<file path="src/hw/load_pkg.sv">
package load_pkg;

  // ------------------------------------------------------------------
  // widths
  // ------------------------------------------------------------------
  // data path width of the core
  localparam int unsigned XLEN       = 64;
  // byte offset bits inside one data word
  localparam int unsigned ALIGN_BITS = 3;
  // physical address width toward the data cache
  localparam int unsigned ADDR_W     = 32;
  // scoreboard id width
  localparam int unsigned TRANS_ID_W = 3;
  // page offset compared by the store unit
  localparam int unsigned PAGE_OFF_W = 12;

  typedef logic [XLEN-1:0]       xlen_t;
  typedef logic [ADDR_W-1:0]     addr_t;
  typedef logic [TRANS_ID_W-1:0] trans_id_t;
  typedef logic [PAGE_OFF_W-1:0] page_off_t;
  typedef logic [ALIGN_BITS-1:0] byte_off_t;

  // ------------------------------------------------------------------
  // load operations
  // ------------------------------------------------------------------
  typedef logic [2:0] ld_op_t;

  // bit 2 set marks the zero extending variants
  localparam ld_op_t LD_B  = 3'b000;
  localparam ld_op_t LD_H  = 3'b001;
  localparam ld_op_t LD_W  = 3'b010;
  localparam ld_op_t LD_D  = 3'b011;
  localparam ld_op_t LD_BU = 3'b100;
  localparam ld_op_t LD_HU = 3'b101;
  localparam ld_op_t LD_WU = 3'b110;

  // log2 of the number of bytes moved
  typedef logic [1:0] ld_size_t;

  // load control FSM
  typedef enum logic [1:0] {
    IDLE,
    WAIT_GNT,
    WAIT_PAGE_OFFSET
  } ld_state_e;

endpackage

</file>
<file path="src/hw/ldbuf_if.sv">
// write side of the outstanding-load buffer
interface ldbuf_wr_if
  import load_pkg::*;
#(
  parameter int unsigned NR_LDBUF = 4
);
  localparam int unsigned ID_W = $clog2(NR_LDBUF);

  // load granted this cycle, store it in slot free_id
  logic            w;
  trans_id_t       w_trans_id;
  ld_op_t          w_op;
  byte_off_t       w_off;
  // slot status back toward the controller
  logic            full;
  logic [ID_W-1:0] free_id;

  modport ctrl   (output w, w_trans_id, w_op, w_off, input full, free_id);
  modport buffer (input w, w_trans_id, w_op, w_off, output full, free_id);
endinterface


</file>
<file path="src/hw/load_ctrl.sv">
module load_ctrl
  import load_pkg::*;
#(
  parameter int unsigned NR_LDBUF = 4
) (
  input  logic                        clk_i,
  input  logic                        rst_ni,
  input  logic                        flush_i,
  // load queue head
  input  logic                        valid_i,
  input  trans_id_t                   trans_id_i,
  input  ld_op_t                      op_i,
  input  addr_t                       addr_i,
  output logic                        pop_o,
  // store unit hazard check
  output page_off_t                   page_offset_o,
  input  logic                        page_offset_matches_i,
  // data cache request
  output logic                        data_req_o,
  output addr_t                       data_addr_o,
  output ld_size_t                    data_size_o,
  output logic [$clog2(NR_LDBUF)-1:0] data_id_o,
  input  logic                        data_gnt_i,
  ldbuf_wr_if.ctrl                    wr
);

  ld_state_e state_d, state_q;
  logic      accept;

  // store unit compares only the offset inside the page
  assign page_offset_o = addr_i[PAGE_OFF_W-1:0];
  // the cache takes the full physical address with the request
  assign data_addr_o   = addr_i;
  // op bits 1:0 already encode log2 of the byte count
  assign data_size_o   = ld_size_t'(op_i[1:0]);
  // request id is the buffer slot the load will occupy
  assign data_id_o     = wr.free_id;

  // buffer write fields come straight from the queue head
  assign wr.w_trans_id = trans_id_i;
  assign wr.w_op       = op_i;
  assign wr.w_off      = addr_i[ALIGN_BITS-1:0];

  // no new load while every slot is in flight
  assign accept = valid_i && !wr.full;

  // ------------------------------------------------------------------
  // load control
  // ------------------------------------------------------------------
  always_comb begin
    state_d    = state_q;
    data_req_o = 1'b0;
    pop_o      = 1'b0;
    unique case (state_q)
      IDLE: begin
        if (accept) begin
          if (page_offset_matches_i) begin
            // pending store to the same offset, stall first
            state_d = WAIT_PAGE_OFFSET;
          end else begin
            data_req_o = 1'b1;
            // granted at once, stay here for back to back loads
            if (data_gnt_i) begin
              pop_o = 1'b1;
            end else begin
              state_d = WAIT_GNT;
            end
          end
        end
      end
      WAIT_PAGE_OFFSET: begin
        if (!page_offset_matches_i) begin
          state_d = WAIT_GNT;
        end
      end
      WAIT_GNT: begin
        // request must stay up until the cache grants it
        data_req_o = 1'b1;
        if (data_gnt_i) begin
          pop_o   = 1'b1;
          state_d = IDLE;
        end
      end
      default: state_d = IDLE;
    endcase
    // flush drops whatever is in progress
    if (flush_i) begin
      data_req_o = 1'b0;
      pop_o      = 1'b0;
      state_d    = IDLE;
    end
  end

  // one accepted handshake allocates one slot
  assign wr.w = data_req_o && data_gnt_i;

  always_ff @(posedge clk_i or negedge rst_ni) begin
    if (!rst_ni) begin
      state_q <= IDLE;
    end else begin
      state_q <= state_d;
    end
  end

endmodule

</file>
<file path="src/flat_wrapper.sv">
// flat-port wrapper written by rule: the top's interface ports become plain ports
module load_ctrl_flat import load_pkg::*;
#(
  parameter int unsigned NR_LDBUF = 4
)
  (clk_i, rst_ni, flush_i, valid_i, trans_id_i, op_i, addr_i, pop_o, page_offset_o, page_offset_matches_i, data_req_o, data_addr_o, data_size_o, data_id_o, data_gnt_i, wr_w, wr_w_trans_id, wr_w_op, wr_w_off, wr_full, wr_free_id);
  ldbuf_wr_if #(.NR_LDBUF(NR_LDBUF)) wr_i ();
  input  logic clk_i;
  input  logic rst_ni;
  input  logic flush_i;
  input  logic valid_i;
  input  trans_id_t trans_id_i;
  input  ld_op_t op_i;
  input  addr_t addr_i;
  output logic pop_o;
  output page_off_t page_offset_o;
  input  logic page_offset_matches_i;
  output logic data_req_o;
  output addr_t data_addr_o;
  output ld_size_t data_size_o;
  output logic [$clog2(NR_LDBUF)-1:0] data_id_o;
  input  logic data_gnt_i;
  output wire logic [$bits(wr_i.w)-1:0] wr_w;
  output wire logic [$bits(wr_i.w_trans_id)-1:0] wr_w_trans_id;
  output wire logic [$bits(wr_i.w_op)-1:0] wr_w_op;
  output wire logic [$bits(wr_i.w_off)-1:0] wr_w_off;
  input wire logic [$bits(wr_i.full)-1:0] wr_full;
  input wire logic [$bits(wr_i.free_id)-1:0] wr_free_id;
  assign wr_w = wr_i.w;
  assign wr_w_trans_id = wr_i.w_trans_id;
  assign wr_w_op = wr_i.w_op;
  assign wr_w_off = wr_i.w_off;
  assign wr_i.full = wr_full;
  assign wr_i.free_id = wr_free_id;
  load_ctrl #(.NR_LDBUF(NR_LDBUF)) u_core (.clk_i(clk_i), .rst_ni(rst_ni), .flush_i(flush_i), .valid_i(valid_i), .trans_id_i(trans_id_i), .op_i(op_i), .addr_i(addr_i), .pop_o(pop_o), .page_offset_o(page_offset_o), .page_offset_matches_i(page_offset_matches_i), .data_req_o(data_req_o), .data_addr_o(data_addr_o), .data_size_o(data_size_o), .data_id_o(data_id_o), .data_gnt_i(data_gnt_i), .wr(wr_i));
endmodule
</file>
<file path="config.mk">
export PLATFORM = sky130hd
export DESIGN_NAME = load_ctrl_flat
export DESIGN_NICKNAME = d
export VERILOG_FILES = /design/src/hw/load_pkg.sv /design/src/hw/ldbuf_if.sv /design/src/hw/load_ctrl.sv /design/src/flat_wrapper.sv
export SDC_FILE = /design/constraint.sdc
export NUM_CORES = 1
export LEC_CHECK = 0
export BUFFER_PORTS_ARGS = -buffer_cell sky130_fd_sc_hd__buf_2
export CAP_MARGIN = 40
export CORE_MARGIN = 2
export CORE_UTILIZATION = 23
export CTS_BUF_LIST = sky130_fd_sc_hd__clkbuf_4 sky130_fd_sc_hd__clkbuf_8 sky130_fd_sc_hd__clkbuf_16
export DETAILED_ROUTE_END_ITERATION = 12
export PLACE_DENSITY = 0.73
export SYNTH_ARGS = -nofsm -noshare
export SYNTH_HDL_FRONTEND = slang
export SYNTH_SLANG_ARGS = --single-unit
</file>
<file path="constraint.sdc">
create_clock -name clk_i -period 0.92 [get_ports clk_i]
set_input_delay 0 -clock clk_i [delete_from_list [all_inputs] [get_ports clk_i]]
set_output_delay 0 -clock clk_i [all_outputs]
set_load 0.02 [all_outputs]
</file>
* Yosys cells after proc, flatten, opt, wreduce, memory -nomap -nowiden
Index checks and enable logic that the tools add are counted.
** Cells by class
- Reduce and logical (&&, ||, !) cells :: 5
- Mux-type cells :: 16
- Equality and inequality tests :: 6
** Operators by type and width (number)
- $mux W2 :: 6
- $mux W1 :: 7
- $ne A3 B3 Y1 const B :: 2
- $pmux W2 S3 :: 1
- $ne A4 B4 Y1 const B :: 1
- $pmux W1 S2 :: 2
- $reduce_and A4 Y1 :: 1
- $ne A3 B2 Y1 const B :: 1
- $eq A2 B1 Y1 const B :: 1
- $eq A2 B2 Y1 const B :: 1
- $logic_and A1 B1 Y1 :: 2
- $logic_not A2 Y1 :: 1
- $logic_not A1 Y1 :: 1
** Storage, ports and cells
- Input port bits :: 47
- Logic and storage cells :: 28
- Output and inout bits :: 60
- Register bits after elaboration :: 2

* Depth between registers and ports, before layout
Gate-level depths: netlist (run 1).
- Depth after elaboration :: 6
- Depth in mapped cells :: 3

* Least setup slack after synthesis (run 1)
No wires, ideal clock.
- Path kind :: register -> output
- Start :: register u_core.state_q[1]
- End :: output pop_o
- Arrival :: 1196 ps
- Cell stages (with the launch flop) :: 2
- Path slack :: -276 ps
- Buffers on the path :: 0
- Required time :: 920 ps
- Cell sequence :: dfrtp_1 -> nor4b_1
** Between the ends
- Cells in the longest elaborated chain, start to end :: 3
** RTL lines
- start: declaration :: line load_ctrl.sv:27 : ld_state_e state_d, state_q;
- start signal: assignment :: line load_ctrl.sv:101 : state_q <= state_d;
- $eq A2 B1 Y1 / $logic_not A2 Y1 (equally long branches) :: line load_ctrl.sv:54 : unique case (state_q)
- $pmux W1 S2 (*) :: line load_ctrl.sv:54
- $mux W1 (*) :: line load_ctrl.sv:87 : if (flush_i) begin
- end: declaration :: line flat_wrapper.sv:15 : output logic pop_o;
Mark *: on every way between the ends. The rest lies on a longest branch, timed or not.

* Worst setup path after layout (run 1)
- Start :: register u_core.state_q[1]
- End :: output wr_w
** Between the ends
- Cells in the longest elaborated chain, start to end :: 4
** RTL lines
- $eq A2 B1 Y1 / $logic_not A2 Y1 (equally long branches) :: line load_ctrl.sv:54
- $pmux W1 S2 (*) :: line load_ctrl.sv:54
- $mux W1 (*) :: line load_ctrl.sv:87
- $logic_and A1 B1 Y1 (*) :: line load_ctrl.sv:95 : assign wr.w = data_req_o && data_gnt_i;
- end: declaration :: line flat_wrapper.sv:23 : output wire logic [$bits(wr_i.w)-1:0] wr_w;
Marks and branches as above.

==> metrics.md, run 1 <==
| Metric | Value |
|---|---|
| Buf/Inv on CP | `1` |
| Violated checks | `negative setup slack` |
| Max clock buf depth | `2` |
| Startpoint Class | `flop` |
| Worst vdd ir | `0.452 mV` |
| Post-layout min period | `1.10 ns` |
| Synth Area in Adders | `0` |
| Critical Path Slowest Stage Cell | `dfrtp_2` |
| Syn Area/Cell | `7.72 sq um` |
| YS warnings | `0` |
| WP data arrival | `1.10 ns` |
| Share of layout cells above drive strength 1 | `0.700` |
| Hold Path Class | `in -> out` |
| RR Startpoint | `u_core.state_q[0]` |
| Routed wire length | `695 um` |
| Max Transition Viols Final | `0` |
| First drt pass iteration count | `2` |
| FF+latch count, synth | `2` |
| Overflow after GRT | `0` |
| Top flop regs | `u_core.state_q x2` |
| Antenna violations before repair | `0` |
| Simple-Gate Fraction of Synth Area | `0.0766` |
| Crit-path max cell delay | `0.42 ns` |
| Hold path endpoint | `data_addr_o[26]` |
| Clock latency on the worst-skew pair | `0.22 ns` |
| Routed len/inst | `12.0 um` |
| Hold Worst Slack | `0.00000776 ns` |
| TritonCTS Buffers | `3` |
| Die footprint | `2820 sq um` |
| Clk_skew | `0.00374 ns` |
| Starting Density | `0.246` |
| Most common cell after layout, fill and taps aside | `buf_2` |
| Vias | `207` |
| Antenna diodes | `0` |
| Initial DRC Count | `5` |
| Area Growth Syn to Fin | `-48.0%` |
| Post-Synth XOR/XNOR Area | `0` |
| Worst-Margin Slew | `0.247 ns` |
| Met3 Use GR | `0.0763` |
| Worst Reg-to-Reg Cells | `4` |
| Setup violations, final | `4` |
| Die Ht | `53.1 um` |
| Final setup margin | `-0.175 ns` |
| Endpoint class of the critical path | `primary output` |
| R2r endpoint | `u_core.state_q[0]` |
| Area contributors post-synth | `buf_4 77%, dfrtp_1 9.0%, nor4b_1 3.2%` |
| Final hold violations | `0` |
| Root buffer cell | `clkbuf_4` |
| Non-Filler Instances | `58` |
| GPL Wtd Cong | `0.653` |
| Register area share after synthesis | `0.0901` |
| Met2 usage | `0.0729` |
| Crit-path max FO | `4` |
| Max reg flops | `2` |
| Normalized max-slew margin | `0.835` |
| MaxCap Viol Count | `0` |
| CTS tree | `yes` |
| Vias in the first global route | `229` |
| Post-DR vias/cell | `3.57` |
| Total track usage | `0.0559` |
| Synth Cell Area | `556 sq um` |
| Detailed-route DRC error count | `0` |
| CP required | `0.92 ns` |
| Max Freq | `913 MHz` |
| Final period util | `1.19` |
| Cells after Synth | `72` |
| Most frequent cells in the layout | `9 x buf_2, 3 x inv_1, 3 x clkbuf_4` |
| Post-synthesis mux area share | `0` |
| Leak | `0.120 nW` |
| Status | `finished with violations` |
| PwrDens | `1230 nW/um^2` |
| Port bufs | `9` |
| Area share of the largest cell type after synthesis | `0.770` |
| Die Wd | `53.1 um` |
| Sink Count | `2` |
| Met1 usage | `0.0373` |
| Synth cell types | `11` |
| Total Power | `354 uW` |
| Synth Area in Compound Gates | `0.0428` |
| Busiest grt layer | `met3` |
| Biggest area consumer among synthesized cells | `buf_4` |
| R2R Setup Slk | `-0.18 ns` |
| First-pass GRT wire length | `1040 um` |
| # rows | `17` |
| Largest family of logic cells by synthesized area | `buffers and inverters` |
| Hold Path Depth | `0` |
| Hold_sp | `addr_i[26]` |
| DRT antenna net count | `0` |
| Biggest register | `u_core.state_q` |
| Delay-heaviest family, CP | `flip-flops` |
| I/O pin count | `107` |
| Placed cells | `53` |
| Crit Path Category | `reg -> out` |
| Crit-path cells | `nor4b_2, buf_2` |
| Pin count of the biggest net entering global routing | `6` |
| RSZ-0062 raised after global routing | `true` |
| Final net count | `79` |
| H-tree depth | `1` |
| Clock slew at reported path FFs | `0.03 ns` |
| Net count after synthesis | `119` |
| Core area | `2250 sq um` |
## how the worst max path moves through the flow
stage | cells after the start | end | from | slack [ns]
after floorplan | 1 | pop_o | u_core.state_q[1] | -0.02
after global routing | 3 | wr_w | u_core.state_q[0] | -0.23
after global placement | 3 | u_core.state_q[0] | u_core.state_q[0] | -0.03
after detailed placement | 3 | u_core.state_q[0] | u_core.state_q[0] | -0.06
after CTS | 2 | wr_w | u_core.state_q[1] | -0.19
final | 2 | wr_w | u_core.state_q[1] | -0.18
## metal layers
metal	vias up	wire, um
met2	22	337
met1	97	186
met5	-	0
met3	0	171
met4	0	0
li1	88	-
## repair_timing
item	CTS	global route
gates resized for setup	2	3
endpoints found under the setup margin	4	5
hold buffers	1	0
setup buffers	2	0
cloned	0	0
pin swaps	1	0
hold endpoints to repair	2	0
## report_power, final
group	internal [mW]	switching (mW)
Clock	0.144	0.0469
Sequential	0.0921	0.00326
Combinational	0.0320	0.0366
## area by class of cell
type,instances,area [sq um]
Tap cell,28,35.0
Clock buffer,3,22.5
Multi-Input combinational cell,10,98.8
Sequential cell,2,51.3
Inverter,3,11.3
Timing Repair Buffer,12,70.1
Fill cell,278,1970
## stage by stage
step | util | area (sq um) | TNS (ns) | worst slack (ns)
2_1_floorplan | - | 568 | -0.0655 | -0.0235
3_3_place_gp | 0.101 | 228 | -0.0373 | -0.0298
3_5_place_dp | 0.101 | 228 | -0.0817 | -0.0586
4_1_cts | 0.122 | 275 | -0.703 | -0.194
5_1_grt | 0.128 | 289 | -0.899 | -0.234
6_report | 0.128 | 289 | -0.667 | -0.175
## kinds of logic (layout without fill, tap and decap cells)
logic type | Yosys count | after routing
buffers and inverters | 60 | 18
DFF | 2 | 2
and+or+nand+nor | 6 | 6
AOI/OAI and AO/OA | 4 | 4
## synth_stat cells, drive strengths merged
cell type / number
o211ai: 1
nor3: 1
buf: 57
or3: 1
a31oi: 1
nor4b: 2
nor3b: 1
inv: 3
nor4: 1
a21oi: 2
dfrtp: 2
(Power assumes the default switching activity.)
==> run 2, diff against run 1 <==
- ABC_AREA: not set -> 1
- CORE_UTILIZATION: 23 -> 24
- PLACE_DENSITY: 0.73 -> 0.71
- SLEW_MARGIN: not set -> 40
==> metrics.md, run 2 <==
| Metric | Value |
|---|---|
| Antenna diodes | `0` |
| Area Growth Syn to Fin | `-41.3%` |
| Routed wire length | `813 um` |
| Max clock buf depth | `2` |
| Core area | `2480 sq um` |
| Clk_skew | `0.00243 ns` |
| Area contributors post-synth | `buf_4 69%, dfrtp_1 8.0%, nand2_1 5.4%` |
| Hold Worst Slack | `0.00000777 ns` |
| Crit Path Category | `reg -> out` |
| Most common cell after layout, fill and taps aside | `nand2_1` |
| MaxCap Viol Count | `0` |
| H-tree depth | `1` |
| Die Ht | `55.0 um` |
| Hold Path Class | `in -> out` |
| Antenna violations before repair | `0` |
| Synth Area in Compound Gates | `0.0120` |
| Share of layout cells above drive strength 1 | `0.490` |
| Synth Cell Area | `624 sq um` |
| Clock latency on the worst-skew pair | `0.23 ns` |
| Setup TNS | `-1.08 ns` |
| Biggest area consumer among synthesized cells | `buf_4` |
| Vias | `303` |
| WP data arrival | `1.21 ns` |
| Net count after synthesis | `139` |
| Port bufs | `9` |
| Worst vdd ir | `0.367 mV` |
| TritonCTS Buffers | `3` |
| Final setup margin | `-0.290 ns` |
| Sink Count | `2` |
| Status | `finished with violations` |
| Register area share after synthesis | `0.0802` |
| Largest family of logic cells by synthesized area | `buffers and inverters` |
| Startpoint Class | `flop` |
| Endpoint class of the critical path | `primary output` |
| Most frequent cells in the layout | `9 x nand2_1, 7 x inv_1, 6 x buf_2` |
| Setup violations, final | `5` |
| Crit-path max FO | `6` |
| FF+latch count, synth | `2` |
| Biggest register | `u_core.state_q` |
| Initial DRC Count | `16` |
| CP required | `0.92 ns` |
| Clock slew at reported path FFs | `0.03 ns` |
| Final hold violations | `0` |
| Post-DR vias/cell | `3.74` |
| Overflow after GRT | `0` |
| Worst Reg-to-Reg Cells | `7` |
| Max Freq | `827 MHz` |
| Violated checks | `negative setup slack` |
| Most common cell in the netlist | `buf_4` |
| Final net count | `100` |
| Root buffer cell | `clkbuf_4` |
| Worst-Margin Slew | `0.147 ns` |
| Top FF cell, synth | `dfrtp_1` |
| Area share of the largest cell type after synthesis | `0.685` |
| YS warnings | `0` |
| Synth Area in Adders | `0` |
| Cells after Synth | `92` |
| Normalized max-slew margin | `0.902` |
| DRT antenna net count | `0` |
| Post-layout min period | `1.21 ns` |
| Hold Path Depth | `0` |
| Die Wd | `55.0 um` |
| Post-Synth XOR/XNOR Area | `0` |
| Leak | `0.199 nW` |
| Vias in the first global route | `259` |
| Synth cell types | `11` |
| Total track usage | `0.0565` |
| Pin count of the biggest net entering global routing | `7` |
| Max Transition Viols Final | `0` |
| Die footprint | `3030 sq um` |
| First drt pass iteration count | `4` |
| RSZ-0062 raised after global routing | `true` |
| Simple-Gate Fraction of Synth Area | `0.168` |
| # rows | `18` |
| PwrDens | `1280 nW/um^2` |
| Dpl hpwl | `637 um` |
| EDFF count, synth | `0` |
| First-pass GRT wire length | `1100 um` |
| I/O pin count | `107` |
| CTS tree | `yes` |
| Detailed-route DRC error count | `0` |
| Starting Density | `0.252` |
| Routed len/inst | `10.0 um` |
| Asr flop ratio synth | `1.00` |
| Synth cell count leaders | `57 x buf_4, 9 x nand2_1, 7 x inv_1` |
| GPL Wtd Cong | `0.852` |
| Top flop regs | `u_core.state_q x2` |
| Max reg flops | `2` |
| Syn Area/Cell | `6.79 sq um` |
| Post-synthesis mux area share | `0` |
| Final period util | `1.32` |
==> run 2: cell count changes after synthesis, sizes merged, moves of 2 or more <==
| cell | before | now |
|---|---|---|
| inv | 3 | 9 |
| nand3 | 0 | 5 |
| nor2 | 0 | 7 |
| nand2 | 0 | 10 |
| a21oi | 2 | 0 |
| nor4b | 2 | 0 |
==> run 2: worst paths after layout <==
path / end / slack, ns / startpoint
max in group asynchronous: u_core.state_q[1] / 0.73 / rst_ni
max reg2reg: u_core.state_q[0] / -0.18 / u_core.state_q[0]
min reg2reg: u_core.state_q[0] / 0.73 / u_core.state_q[1]
min: data_addr_o[18] / 0.000008 / addr_i[18]
max: pop_o / -0.29 / u_core.state_q[1]
min in group asynchronous: u_core.state_q[1] / 0.08 / rst_ni
==> run 2: per-layer routing <==
metal | up-vias | track usage | wire [um]
met2 | 37 | 0.0437 | 271
met4 | 0 | 0.0935 | 43
li1 | 138 | - | -
met5 | - | 0 | 0
met1 | 116 | 0.0501 | 296
met3 | 12 | 0.0672 | 202
==> run 2: final cells by class <==
class	instances	area (sq um)
flip-flops and latches	2	51.3
fillers	290	2110
well taps	30	37.5
clock buffers	3	22.5
repair buffers	13	96.3
multi-input cells	24	125
inverters	9	33.8
==> run 2: logic make-up after synthesis <==
kind of cell | after synthesis
buf+inv | 66
flops | 2
compound gates | 1
simple gates | 23
==> run 2: repair_timing <==
| item | in CTS | in global routing |
|---|---|---|
| pin swaps | 1 | 0 |
| buffers inserted | 1 | 0 |
| resized for setup | 7 | 2 |
| setup endpoints to repair | 5 | 5 |
| endpoints found under the hold margin | 2 | 0 |
| hold buffers | 1 | 0 |
==> run 2: metrics by stage <==
stage | area, sq um | utilization | worst slack [ns] | instances | power [mW]
5_1_grt | 367 | 0.148 | -0.366 | 81 | 0.516
3_5_place_dp | 299 | 0.121 | -0.116 | 76 | 0.243
4_1_cts | 359 | 0.145 | -0.309 | 81 | 0.478
6_report | 367 | 0.148 | -0.290 | 81 | 0.471
3_3_place_gp | 299 | 0.121 | -0.0930 | 76 | 0.241
2_1_floorplan | 629 | - | -0.0244 | 92 | 0.553
==> run 2: worst max-delay path, stage by stage (launching register included) <==
cell and delay (ns):
dfrtp_2 0.43, nor2_2 0.11, nand4_1 0.08, nand2_1 0.08, nand2_2 0.07, nor2_2 0.09, buf_6 0.12
==> run 2: report_power, final <==
group	leakage, nW	internal, mW	switching [mW]	total, mW
registers	0.0251	0.0981	0.0115	0.110
clock network	0.0138	0.144	0.0522	0.196
logic	0.160	0.0786	0.0866	0.165
